<file path="src/logic/hps_pkg.sv">
// host bridge shared types

package hps_pkg;

	//////////////////////////////
	// fixed protocol widths
	//////////////////////////////

	localparam int JOY_COUNT = 4;
	localparam int IOCTL_AW = 27;

	// prefix nibble of the status-set reply
	localparam logic [3:0] STATUS_TAG = 4'hA;

	//////////////////////////////
	// opcodes
	//////////////////////////////

	typedef enum logic [15:0] {
		UIO_NONE       = 16'h0000,
		UIO_CFG        = 16'h0001,
		UIO_JOY0       = 16'h0002,
		UIO_JOY1       = 16'h0003,
		UIO_PS2_KEY    = 16'h0005,
		UIO_JOY2       = 16'h0010,
		UIO_JOY3       = 16'h0011,
		UIO_STATUS     = 16'h001E,
		UIO_STATUS_REQ = 16'h0029
	} uio_cmd_e;

	typedef enum logic [15:0] {
		FIO_FILE_TX     = 16'h0053,
		FIO_FILE_TX_DAT = 16'h0054,
		FIO_FILE_INDEX  = 16'h0055,
		FIO_FILE_INFO   = 16'h0056
	} fio_cmd_e;

	//////////////////////////////
	// bus and event structs
	//////////////////////////////

	// host side of the word-serial bus
	typedef struct packed {
		logic        io_enable;
		logic        fp_enable;
		logic        io_strobe;
		logic [15:0] io_din;
	} host_bus_t;

	// one decoded user-I/O event
	typedef struct packed {
		logic        valid;
		logic        end_cmd;
		uio_cmd_e    cmd;
		logic [5:0]  idx;
		logic [15:0] data;
	} uio_word_t;

	typedef struct packed {
		logic [3:0]  count;
		logic [63:0] status;
	} status_req_t;

	typedef logic [JOY_COUNT-1:0][31:0] joy_array_t;

	typedef struct packed {
		logic       toggle;
		logic       pressed;
		logic       extended;
		logic [7:0] code;
	} ps2_key_t;

endpackage
</file>
<file path="src/logic/hps_bridge.sv">
// host to core bridge top
`timescale 1ns/1ns

module hps_bridge import hps_pkg::*; (
	input  logic                clk_sys,
	input  logic                rst_n,
	input  host_bus_t           host,
	output logic [15:0]         io_dout,
	output logic [15:0]         fp_dout,
	input  logic [63:0]         status_in,
	input  logic                status_set,
	output logic [1:0]          buttons,
	output logic                forced_scandoubler,
	output logic                direct_video,
	output joy_array_t          joystick,
	output logic [63:0]         status,
	output ps2_key_t            ps2_key,
	output logic                ioctl_download,
	output logic                ioctl_wr,
	output logic [15:0]         ioctl_index,
	output logic [31:0]         ioctl_file_ext,
	output logic [IOCTL_AW-1:0] ioctl_addr,
	output logic [7:0]          ioctl_dout
);

	uio_word_t   uio_word;
	status_req_t status_req;

	// no upload path, file channel never answers
	assign fp_dout = 16'h0000;

	//////////////////////////////
	// user-I/O channel
	//////////////////////////////

	uio_sequencer u_seq (
		.clk_sys (clk_sys),
		.rst_n   (rst_n),
		.host    (host),
		.req     (status_req),
		.word    (uio_word),
		.io_dout (io_dout)
	);

	core_regs u_regs (
		.clk_sys            (clk_sys),
		.rst_n              (rst_n),
		.word               (uio_word),
		.status_in          (status_in),
		.status_set         (status_set),
		.buttons            (buttons),
		.forced_scandoubler (forced_scandoubler),
		.direct_video       (direct_video),
		.joystick           (joystick),
		.status             (status),
		.req                (status_req)
	);

	ps2_key_decoder u_key (
		.clk_sys (clk_sys),
		.rst_n   (rst_n),
		.word    (uio_word),
		.ps2_key (ps2_key)
	);

	//////////////////////////////
	// file channel
	//////////////////////////////

	file_loader u_load (
		.clk_sys        (clk_sys),
		.rst_n          (rst_n),
		.host           (host),
		.ioctl_download (ioctl_download),
		.ioctl_wr       (ioctl_wr),
		.ioctl_index    (ioctl_index),
		.ioctl_file_ext (ioctl_file_ext),
		.ioctl_addr     (ioctl_addr),
		.ioctl_dout     (ioctl_dout)
	);

endmodule

</file>
<file path="src/logic/file_loader.sv">
// file download channel
`timescale 1ns/1ns

module file_loader import hps_pkg::*; (
	input  logic                clk_sys,
	input  logic                rst_n,
	input  host_bus_t           host,
	output logic                ioctl_download,
	output logic                ioctl_wr,
	output logic [15:0]         ioctl_index,
	output logic [31:0]         ioctl_file_ext,
	output logic [IOCTL_AW-1:0] ioctl_addr,
	output logic [7:0]          ioctl_dout
);

	fio_cmd_e            cmd;
	logic                has_cmd;
	logic [1:0]          cnt;
	logic [IOCTL_AW-1:0] addr;
	logic                wr;

	always_ff @(posedge clk_sys or negedge rst_n) begin
		if (!rst_n) begin
			cmd            <= FIO_FILE_TX;
			has_cmd        <= 1'b0;
			cnt            <= 2'd0;
			addr           <= '0;
			wr             <= 1'b0;
			ioctl_download <= 1'b0;
			ioctl_wr       <= 1'b0;
			ioctl_index    <= 16'h0000;
			ioctl_file_ext <= 32'h0;
			ioctl_addr     <= '0;
			ioctl_dout     <= 8'h00;
		end else begin
			// write strobe trails the data by one cycle
			ioctl_wr <= wr;
			wr       <= 1'b0;

			if (!host.fp_enable) begin
				has_cmd <= 1'b0;
			end else if (host.io_strobe) begin
				if (!has_cmd) begin
					cmd     <= fio_cmd_e'(host.io_din);
					has_cmd <= 1'b1;
					cnt     <= 2'd0;
				end else begin
					if (cnt != 2'd3) begin
						cnt <= cnt + 2'd1;
					end

					case (cmd)
						FIO_FILE_INDEX: ioctl_index <= host.io_din;

						// extension arrives high half first
						FIO_FILE_INFO: begin
							if (cnt == 2'd0) begin
								ioctl_file_ext[31:16] <= host.io_din;
							end else if (cnt == 2'd1) begin
								ioctl_file_ext[15:0] <= host.io_din;
							end
						end

						FIO_FILE_TX: begin
							case (cnt)
								2'd0: begin
									if (host.io_din[7:0] != 8'h00) begin
										addr           <= '0;
										ioctl_addr     <= '0;
										ioctl_download <= 1'b1;
									end else begin
										// leave the end address visible
										if (ioctl_download) begin
											ioctl_addr <= addr;
										end
										ioctl_download <= 1'b0;
									end
								end
								2'd1: begin
									ioctl_addr[15:0] <= host.io_din;
									addr[15:0]       <= host.io_din;
								end
								2'd2: begin
									ioctl_addr[IOCTL_AW-1:16] <= host.io_din[IOCTL_AW-17:0];
									addr[IOCTL_AW-1:16]       <= host.io_din[IOCTL_AW-17:0];
								end
								default: ;
							endcase
						end

						FIO_FILE_TX_DAT: begin
							if (ioctl_download) begin
								ioctl_addr <= addr;
								ioctl_dout <= host.io_din[7:0];
								wr         <= 1'b1;
								addr       <= addr + 1'b1;
							end
						end

						default: ;
					endcase
				end
			end
		end
	end

endmodule

</file>
<file path="src/logic/ps2_key_decoder.sv">
// keyboard event decoder
`timescale 1ns/1ns

module ps2_key_decoder import hps_pkg::*; (
	input  logic      clk_sys,
	input  logic      rst_n,
	input  uio_word_t word,
	output ps2_key_t  ps2_key
);

	logic [31:0] raw;
	logic        skip;
	logic        is_key;
	logic        hi_ones;
	ps2_key_t    key_next;

	assign is_key  = (word.cmd == UIO_PS2_KEY);
	assign hi_ones = &word.data[15:8];

	// event from the collected bytes
	always_comb begin
		key_next.toggle   = ~ps2_key.toggle;
		key_next.pressed  = (raw[15:8] != 8'hF0);
		key_next.extended = key_next.pressed ? (raw[15:8] == 8'hE0) : (raw[23:16] == 8'hE0);
		key_next.code     = raw[7:0];

		// print-screen and pause sequences
		case (raw)
			32'hE012E07C: {key_next.pressed, key_next.extended, key_next.code} = {2'b11, 8'h7C};
			32'h7CE0F012: {key_next.pressed, key_next.extended, key_next.code} = {2'b01, 8'h7C};
			32'hF014F077: {key_next.pressed, key_next.extended, key_next.code} = {2'b11, 8'h77};
			default: ;
		endcase
	end

	always_ff @(posedge clk_sys or negedge rst_n) begin
		if (!rst_n) begin
			raw     <= 32'h0;
			skip    <= 1'b0;
			ps2_key <= '0;
		end else if (word.valid && is_key) begin
			if (word.idx == 6'd1) begin
				skip <= hi_ones;
				raw  <= hi_ones ? 32'h0 : {24'h0, word.data[7:0]};
			end else if (hi_ones) begin
				skip <= 1'b1;
			end else if (!skip) begin
				raw <= {raw[23:0], word.data[7:0]};
			end
		end else if (word.end_cmd) begin
			skip <= 1'b0;
			if (is_key && !skip) begin
				ps2_key <= key_next;
			end
		end
	end

endmodule

</file>
<file path="src/logic/core_regs.sv">
// core side control registers
`timescale 1ns/1ns

module core_regs import hps_pkg::*; (
	input  logic        clk_sys,
	input  logic        rst_n,
	input  uio_word_t   word,
	input  logic [63:0] status_in,
	input  logic        status_set,
	output logic [1:0]  buttons,
	output logic        forced_scandoubler,
	output logic        direct_video,
	output joy_array_t  joystick,
	output logic [63:0] status,
	output status_req_t req
);

	logic [15:0] cfg;
	logic        joy_hit;
	logic [1:0]  joy_idx;
	logic        set_sync;
	logic        set_q;

	// config word fields
	assign buttons            = cfg[1:0];
	assign forced_scandoubler = cfg[4];
	assign direct_video       = cfg[10];

	// joystick opcode to slot
	always_comb begin
		joy_hit = word.valid;
		joy_idx = 2'd0;
		case (word.cmd)
			UIO_JOY0: joy_idx = 2'd0;
			UIO_JOY1: joy_idx = 2'd1;
			UIO_JOY2: joy_idx = 2'd2;
			UIO_JOY3: joy_idx = 2'd3;
			default:  joy_hit = 1'b0;
		endcase
	end

	//////////////////////////////
	// host written registers
	//////////////////////////////

	always_ff @(posedge clk_sys or negedge rst_n) begin
		if (!rst_n) begin
			cfg      <= 16'h0000;
			joystick <= '0;
			status   <= 64'h0;
		end else if (word.valid) begin
			if (word.cmd == UIO_CFG && word.idx == 6'd1) begin
				cfg <= word.data;
			end

			if (joy_hit) begin
				if (word.idx == 6'd1) begin
					joystick[joy_idx][15:0] <= word.data;
				end else if (word.idx == 6'd2) begin
					joystick[joy_idx][31:16] <= word.data;
				end
			end

			// 64-bit status, low quarter first
			if (word.cmd == UIO_STATUS) begin
				case (word.idx)
					6'd1: status[15:0]  <= word.data;
					6'd2: status[31:16] <= word.data;
					6'd3: status[47:32] <= word.data;
					6'd4: status[63:48] <= word.data;
					default: ;
				endcase
			end
		end
	end

	//////////////////////////////
	// core status-set request
	//////////////////////////////

	always_ff @(posedge clk_sys or negedge rst_n) begin
		if (!rst_n) begin
			set_sync <= 1'b0;
			set_q    <= 1'b0;
			req      <= '0;
		end else begin
			set_sync <= status_set;
			set_q    <= set_sync;
			if (set_sync && !set_q) begin
				req.count  <= req.count + 4'd1;
				req.status <= status_in;
			end
		end
	end

endmodule

</file>
<file path="src/logic/uio_sequencer.sv">
// user-I/O command sequencer
`timescale 1ns/1ns

module uio_sequencer import hps_pkg::*; (
	input  logic        clk_sys,
	input  logic        rst_n,
	input  host_bus_t   host,
	input  status_req_t req,
	output uio_word_t   word,
	output logic [15:0] io_dout
);

	uio_cmd_e    cmd;
	logic [5:0]  cnt;
	logic [15:0] reply;

	//////////////////////////////
	// host reply for the current strobe
	//////////////////////////////

	always_comb begin
		reply = 16'h0000;
		if (cnt == 6'd0) begin
			// opcode word, only status-set answers
			if (host.io_din == UIO_STATUS_REQ) begin
				reply = {8'h00, STATUS_TAG, req.count};
			end
		end else if (cmd == UIO_STATUS_REQ) begin
			case (cnt)
				6'd1: reply = req.status[15:0];
				6'd2: reply = req.status[31:16];
				6'd3: reply = req.status[47:32];
				6'd4: reply = req.status[63:48];
				default: reply = 16'h0000;
			endcase
		end
	end

	//////////////////////////////
	// framing and word events
	//////////////////////////////

	always_ff @(posedge clk_sys or negedge rst_n) begin
		if (!rst_n) begin
			cmd     <= UIO_NONE;
			cnt     <= 6'd0;
			io_dout <= 16'h0000;
			word    <= '0;
		end else begin
			// pulses last one cycle
			word.valid   <= 1'b0;
			word.end_cmd <= 1'b0;

			if (!host.io_enable) begin
				// a nonzero count means an opcode was taken
				if (cnt != 6'd0) begin
					word.end_cmd <= 1'b1;
					word.cmd     <= cmd;
				end
				cmd     <= UIO_NONE;
				cnt     <= 6'd0;
				io_dout <= 16'h0000;
			end else if (host.io_strobe) begin
				io_dout <= reply;

				// index sticks at the top
				if (cnt != 6'h3F) begin
					cnt <= cnt + 6'd1;
				end

				if (cnt == 6'd0) begin
					cmd <= uio_cmd_e'(host.io_din);
				end else begin
					word.valid <= 1'b1;
					word.cmd   <= cmd;
					word.idx   <= cnt;
					word.data  <= host.io_din;
				end
			end
		end
	end

endmodule

</file>
<file path="config.mk">
export PLATFORM = sky130hd
export DESIGN_NAME = hps_bridge
export DESIGN_NICKNAME = d
export VERILOG_FILES = /design/src/logic/hps_pkg.sv /design/src/logic/hps_bridge.sv /design/src/logic/file_loader.sv /design/src/logic/ps2_key_decoder.sv /design/src/logic/core_regs.sv /design/src/logic/uio_sequencer.sv
export SDC_FILE = /design/constraint.sdc
export NUM_CORES = 1
export LEC_CHECK = 0
export BUFFER_PORTS_ARGS = -buffer_cell sky130_fd_sc_hd__buf_2
export CORE_ASPECT_RATIO = 1.2
export CORE_MARGIN = 8
export CORE_UTILIZATION = 56
export CTS_CLUSTER_DIAMETER = 150
export DETAILED_ROUTE_END_ITERATION = 10
export PLACE_DENSITY = 0.79
export SYNTH_ARGS = -nofsm -noshare
export SYNTH_HDL_FRONTEND = slang
export SYNTH_SLANG_ARGS = --single-unit
</file>
<file path="constraint.sdc">
create_clock -name clk_sys -period 2.6 [get_ports clk_sys]
set_input_delay 0.26 -clock clk_sys [delete_from_list [all_inputs] [get_ports clk_sys]]
set_output_delay 0.26 -clock clk_sys [all_outputs]
set_load 0.02 [all_outputs]
</file>
-- Word level (Yosys, flattened, before mapping)
Index checks and enable logic that the tools add are counted.
- register bits: 527
- bits in latches: 0
- memory bits (writable): 0
- ROM bits: 0
- output and inout bits: 324
- memories kept: 0
- add/sub/neg operators: 4
- $mul: 0
- div/mod/pow operators: 0
- magnitude comparators: 2
- equality and inequality tests: 44
- shift-type cells: 0
- mux-type cells: 60
- bitwise gates (word level): 5
- reduce and logical (&&, ||, !) cells: 41
- operators by type and width (kind ; number):
    $bwmux 128 ; 2
    $mux 128 ; 2
    $mux 16 ; 9
    $demux 32 s2 ; 2
    $mux 32 ; 4
    $mux 27 ; 4
    $pmux 27 s2 ; 2
    $mux 38 ; 2
    $eq 16x7->1 const B ; 4
    $eq 32x32->1 const B ; 2
    $pmux 16 s2 ; 2
    $pmux 16 s4 ; 1
    $eq 16x5->1 const B ; 3
    $pmux 11 s2 ; 2
    $reduce_and 3->1 ; 11
    $eq 16x2->1 const B ; 2
    $eq 16x6->1 const B ; 2
    $eq 32x31->1 const B ; 1
    $pmux 10 s3 ; 1
    $add 27x1->27 const B ; 1
    $reduce_and 5->1 ; 5
    $eq 6x2->1 const B ; 4
    $mux 1 ; 18
    $mux 6 ; 3
    other kinds (37) ; 67

-- Longest topological paths before layout
- depth after elaboration: 9
- mapped depth: 9

-- Cells and area by module
A second synthesis with hierarchy kept.
- cells, all modules: 1656
- area total of the unflattened synthesis: 22640.5 sq um
- by module, submodules not included (module ; times used ; cells each ; area an instance (sq um)):
    core_regs ; 1 ; 615 ; 10252.3
    file_loader ; 1 ; 540 ; 6384.9
    uio_sequencer ; 1 ; 318 ; 3826.2
    ps2_key_decoder ; 1 ; 166 ; 2053.2
    hps_bridge ; 1 ; 17 ; 123.9

-- Least setup slack after synthesis
Ideal clock, no wire load.
- kind: register to register
- start: reg u_load.cnt[0]
- end: reg u_load.addr[24]
- data arrival time: 2.130 ns
- required time: 2.478 ns
- path slack: 0.348 ns
- cell stages (with the launch flop): 9
- buffers on the path: 1
- cell sequence: dfrtp_1 inv_1 ha_1 clkbuf_1 nor2_1 a41o_1 a2111oi_1 o311a_1 o21ai_1
- cells in the longest elaborated chain, start to end: 3
- ends and longest elaborated chain (item ; line ; source):
    start: declaration ; file_loader.sv:18 ; logic [1:0] cnt;
    start signal: assignment ; file_loader.sv:49 ; cnt <= cnt + 2'd1;
    $eq 2x2->1 or $logic_not 2->1 (tied branches) ; file_loader.sv:65 ; case (cnt)
    $ne 3x1->1 (no source line) (tied with other cells) ; - ;
    $reduce_and 7->1 (no source line) or $pmux 27 s2 (tied branches) ; - ;
    end signal: indexed assignment ; file_loader.sv:85 ; addr[IOCTL_AW-1:16] <= host.io_din[IOCTL_AW-17:0];
    end signal: assignment ; file_loader.sv:96 ; addr <= addr + 1'b1;
    end: declaration ; file_loader.sv:19 ; logic [IOCTL_AW-1:0] addr;
Parallel ways exist; a longest one is shown, timed or not.
A chain may end at the register's enable or synchronous reset.

-- Worst setup path after layout
- start: reg u_load.cmd[1]
- end: reg u_load.addr[26]
- cells in the longest elaborated chain, start to end: 3
- ends and longest elaborated chain (item ; line ; source):
    start: declaration ; file_loader.sv:16 ; fio_cmd_e cmd;
    start signal: assignment ; file_loader.sv:44 ; cmd <= fio_cmd_e'(host.io_din);
    $eq 16x7->1 ; file_loader.sv:52 ; case (cmd)
    $ne 3x3->1 (no source line) (tied with other cells) ; - ;
    $reduce_and 7->1 (no source line) ; - ;
Parallel ways exist; a longest one is shown, timed or not.

==> reports/qor.csv <==
stage;metric;value;unit
status;status;finished clean;
routing;Wirelength per Cell;23.90;µm
setup_path;critical path class;flop to flop;
floorplanning;die width;199.5;µm
finish;layout net count;2291;
placement;I/O Buffers;393;
synth;Post-synth ARST share;1.000;
floorplanning;core outline area;39840;µm²
routing;Post-route DRC;0;
floorplanning;row count;80;
placement;Final HPWL DP;45.55;mm
sta;Peak Freq;405.2;MHz
sta;count of pins over their slew limit;0;
setup_path;Crit. End Element;flop;
synth;top_reg_cell synth;dfrtp_1;
routing;TritonRoute pass-1 iters;5;
finish;multi-input logic area;8887;µm²
finish;area grow syn2layout;24.21;%
sta;clk_skew;17.44;ps
sta;Setup violations, final;0;
worst_hold_path;Hold WC Path Type;input pin to flop;
synth;Post-synth EDFFs;0;
setup_path;RR Startpoint;u_load.cmd[1];
routing;via count;16475;
power;Total Power;0.01935;W
cts;Worst-Skew Late Latency;580;ps
setup_path;Worst setup SP type;flop;
synth;syn avg cell area;13.32;µm²
cts;H-tree depth;2;
sta;unrepaired setup endpoints after global routing;no;
floorplanning;Initial Util;0.5679;
routing;final antenna-violating net count;0;
sta;Max-slew headroom;0.4495;
sta;crit path time final;2468;ps
synth;Yosys Warn Count;0;
global_routing;met2 global-route usage;0.4798;
cts;CTS Root Cell;clkbuf_16;
routing;DR iter-0 viols;1013;
global_routing;Most Crowded Layer GR;met2;
power;P_leak;14.33;nW
cts;TritonCTS sink count;520;
sta;setup TNS;0;ps
setup_path;reg2reg path depth;5;
global_routing;GRT met3 Usage;0.04943;
setup_path;crit path max fanout;9;
synth;sequential fraction of the synthesis area;0.5753;
setup_path;worst path required time;3050;ps
floorplanning;DIE HEIGHT;236.2;µm
job;maxcap violations;0;
setup_path;reg-to-reg endpoint;u_load.addr[26];
finish;share of cells above drive strength 1;0.4325;
setup_path;r2r setup slk;130;ps
sta;Slew @ Worst Pin;824.9;ps
cts;TritonCTS clock tree;built;
routing;Routed Wire Length;66.28;mm
worst_hold_path;count of cells along the worst hold path;2;
floorplanning;Die ar.;47120;µm²
worst_hold_path;Hold Path Sink;u_load.has_cmd;
finish;Reg area;13020;µm²
cts;Num CTS Buffers;50;
global_routing;initial antenna violation count;4;
global_routing;vias in the first global route;17328;
cts;Clock Path Buffers;3;
finish;Fill cells;2729;
placement;routability congestion estimate from global placement;0.9168;
sta;post-route clock period utilization;0.9491;
global_routing;total track usage;0.2763;
synth;Commonest cells post-synth;516 x dfrtp_1, 287 x mux2_2, 90 x nand2_1, 68 x clkbuf_1, 55 x a22o_1;
global_routing;largest net degree at the start of global routing;83;
worst_hold_path;Hold Crit Start;host[16];
cts;clock-pin transition on the worst setup and hold timing paths;60;ps
global_routing;first-pass GRT wire length;102.4;mm
synth;Yosys reg bits;520;
floorplanning;io pins;410;
synth;top-count cell post-synth;dfrtp_1;
setup_path;critical path arrival;2920;ps
power;Max IR drop VDD;0.8025;mV
global_routing;met1 Use GR;0.3415;
synth;synthesized area;22630;µm²
synth;Unique masters post-synth;91;
power;PwrDens;688.7;nW/µm²
sta;Final Hold Viols;0;
global_routing;Remaining Overflow, GRT;0;
routing;post-DR vias/cell;5.941;
synth;Mapped Cells;1699;
synth;area share of the largest cell type after synthesis;0.5707;
synth;Synth area leader;dfrtp_1;
synth;most area-consuming cells after synthesis;dfrtp_1 57%, mux2_2 14%, mux2_4 2.7%;
-- sequential cells by signal (all words and copies together) (netlist names), 2 cells and up --
signal	flops
u_load.ioctl_dout	8
u_load.ioctl_file_ext	32
u_seq.cnt	6
u_load.cnt	2
u_load.cmd	16
u_seq.cmd	16
u_seq.io_dout	16
u_regs.status	64
u_seq.word	40
u_load.ioctl_index	16
u_key.ps2_key	11
u_regs.req	68
u_load.addr	27
u_key.raw	32
u_regs.joystick	128
u_regs.cfg	4
u_load.ioctl_addr	27
-- stage by stage --
step	util	setup WS [ps]	instance area, µm²	cells	hold slack (ps)
after floorplan	-	348.5	22680	1714	-35.59
after global placement	0.6431	242.3	25620	2608	335.2
after detailed placement	0.6431	146.4	25620	2608	333.4
after CTS	0.7049	116.5	28080	2769	65.72
after global routing	0.7054	9.016	28100	2772	89.47
final	0.7054	132.3	28100	2773	78.72
-- worst max-delay path, cell delays in order, from the launching register on --
cell and delay, ps:
dfstp_2 420, nor3b_2 530, a21oi_1 320, a2111oi_4 680, o21ai_0 210, o2bb2ai_1 170
-- power breakdown --
part	leakage (nW)	internal, W	switching, W	total [W]
logic	6.51	0.000977	0.00144	0.00242
registers	6.94	0.00861	0.000589	0.00920
clock network	0.872	0.00460	0.00314	0.00773
-- layer usage --
layer,routed length [µm],vias to the layer above
li1,-,7243
met1,25730,8413
met2,33820,675
met3,4644,144
met4,2084,0
met5,0,-
-- what timing repair did --
action / in CTS / in global routing
hold endpoints to repair: 129 / 0
endpoints found under the setup margin: 0 / 41
hold buffers: 68 / 0
gates resized for setup: 0 / 3
buffers inserted: 0 / 0
-- layout make-up --
type / count / area share
Multi-Input combinational cell: 1025 / 0.3162
Sequential cell: 520 / 0.4632
Antenna cell: 4 / 0.0003562
Timing Repair Buffer: 562 / 0.1282
Tap cell: 533 / 0.02373
Clock buffer: 67 / 0.05107
Clock inverter: 26 / 0.01238
Inverter: 36 / 0.004808
-- layout by cell type, fill, tap and decap left out, types with 11 or more instances in the layout --
master	n
nand2_1	90
nor2_1	42
a21oi_1	39
a22o_1	55
inv_1	35
a32oi_1	12
clkbuf_16	50
a22oi_1	48
nand3_1	29
clkbuf_8	12
nand4_1	18
clkinv_2	11
o21ai_0	32
o2bb2ai_1	21
mux2_2	287
buf_12	15
nor4_1	17
and2_1	14
o31ai_1	13
dfrtp_1	516
mux2_1	34
buf_4	86
dlygate4sd3_1	68
conb_1	16
mux2_4	40
nor3_1	22
a311oi_1	11
buf_2	392
-- kinds of logic after synthesis --
logic type | Yosys count | share of synthesized area
buf+inv | 169 | 0.03523
mux | 362 | 0.1868
flops | 520 | 0.5753
xor+xnor | 8 | 0.003097
fa+ha+maj | 10 | 0.005530
simple gates | 327 | 0.09036
compound gates | 302 | 0.1035
other cells | 1 | 0.0001657
-- how the worst max path moves through the flow --
stage | startpoint | endpoint | slack [ps] | cells after the start
floorplan | u_load.cnt[0] | u_load.addr[24] | 350 | 8
global placement | u_seq.cnt[0] | u_seq.cmd[8] | 240 | 5
detailed placement | u_seq.cnt[0] | u_seq.cmd[3] | 150 | 5
CTS | u_seq.cnt[0] | u_seq.cmd[3] | 120 | 5
global route | u_load.cmd[1] | u_load.addr[22] | 9 | 5
finish | u_load.cmd[1] | u_load.addr[26] | 130 | 5
No activity file was read; power rests on OpenSTA's default activity.
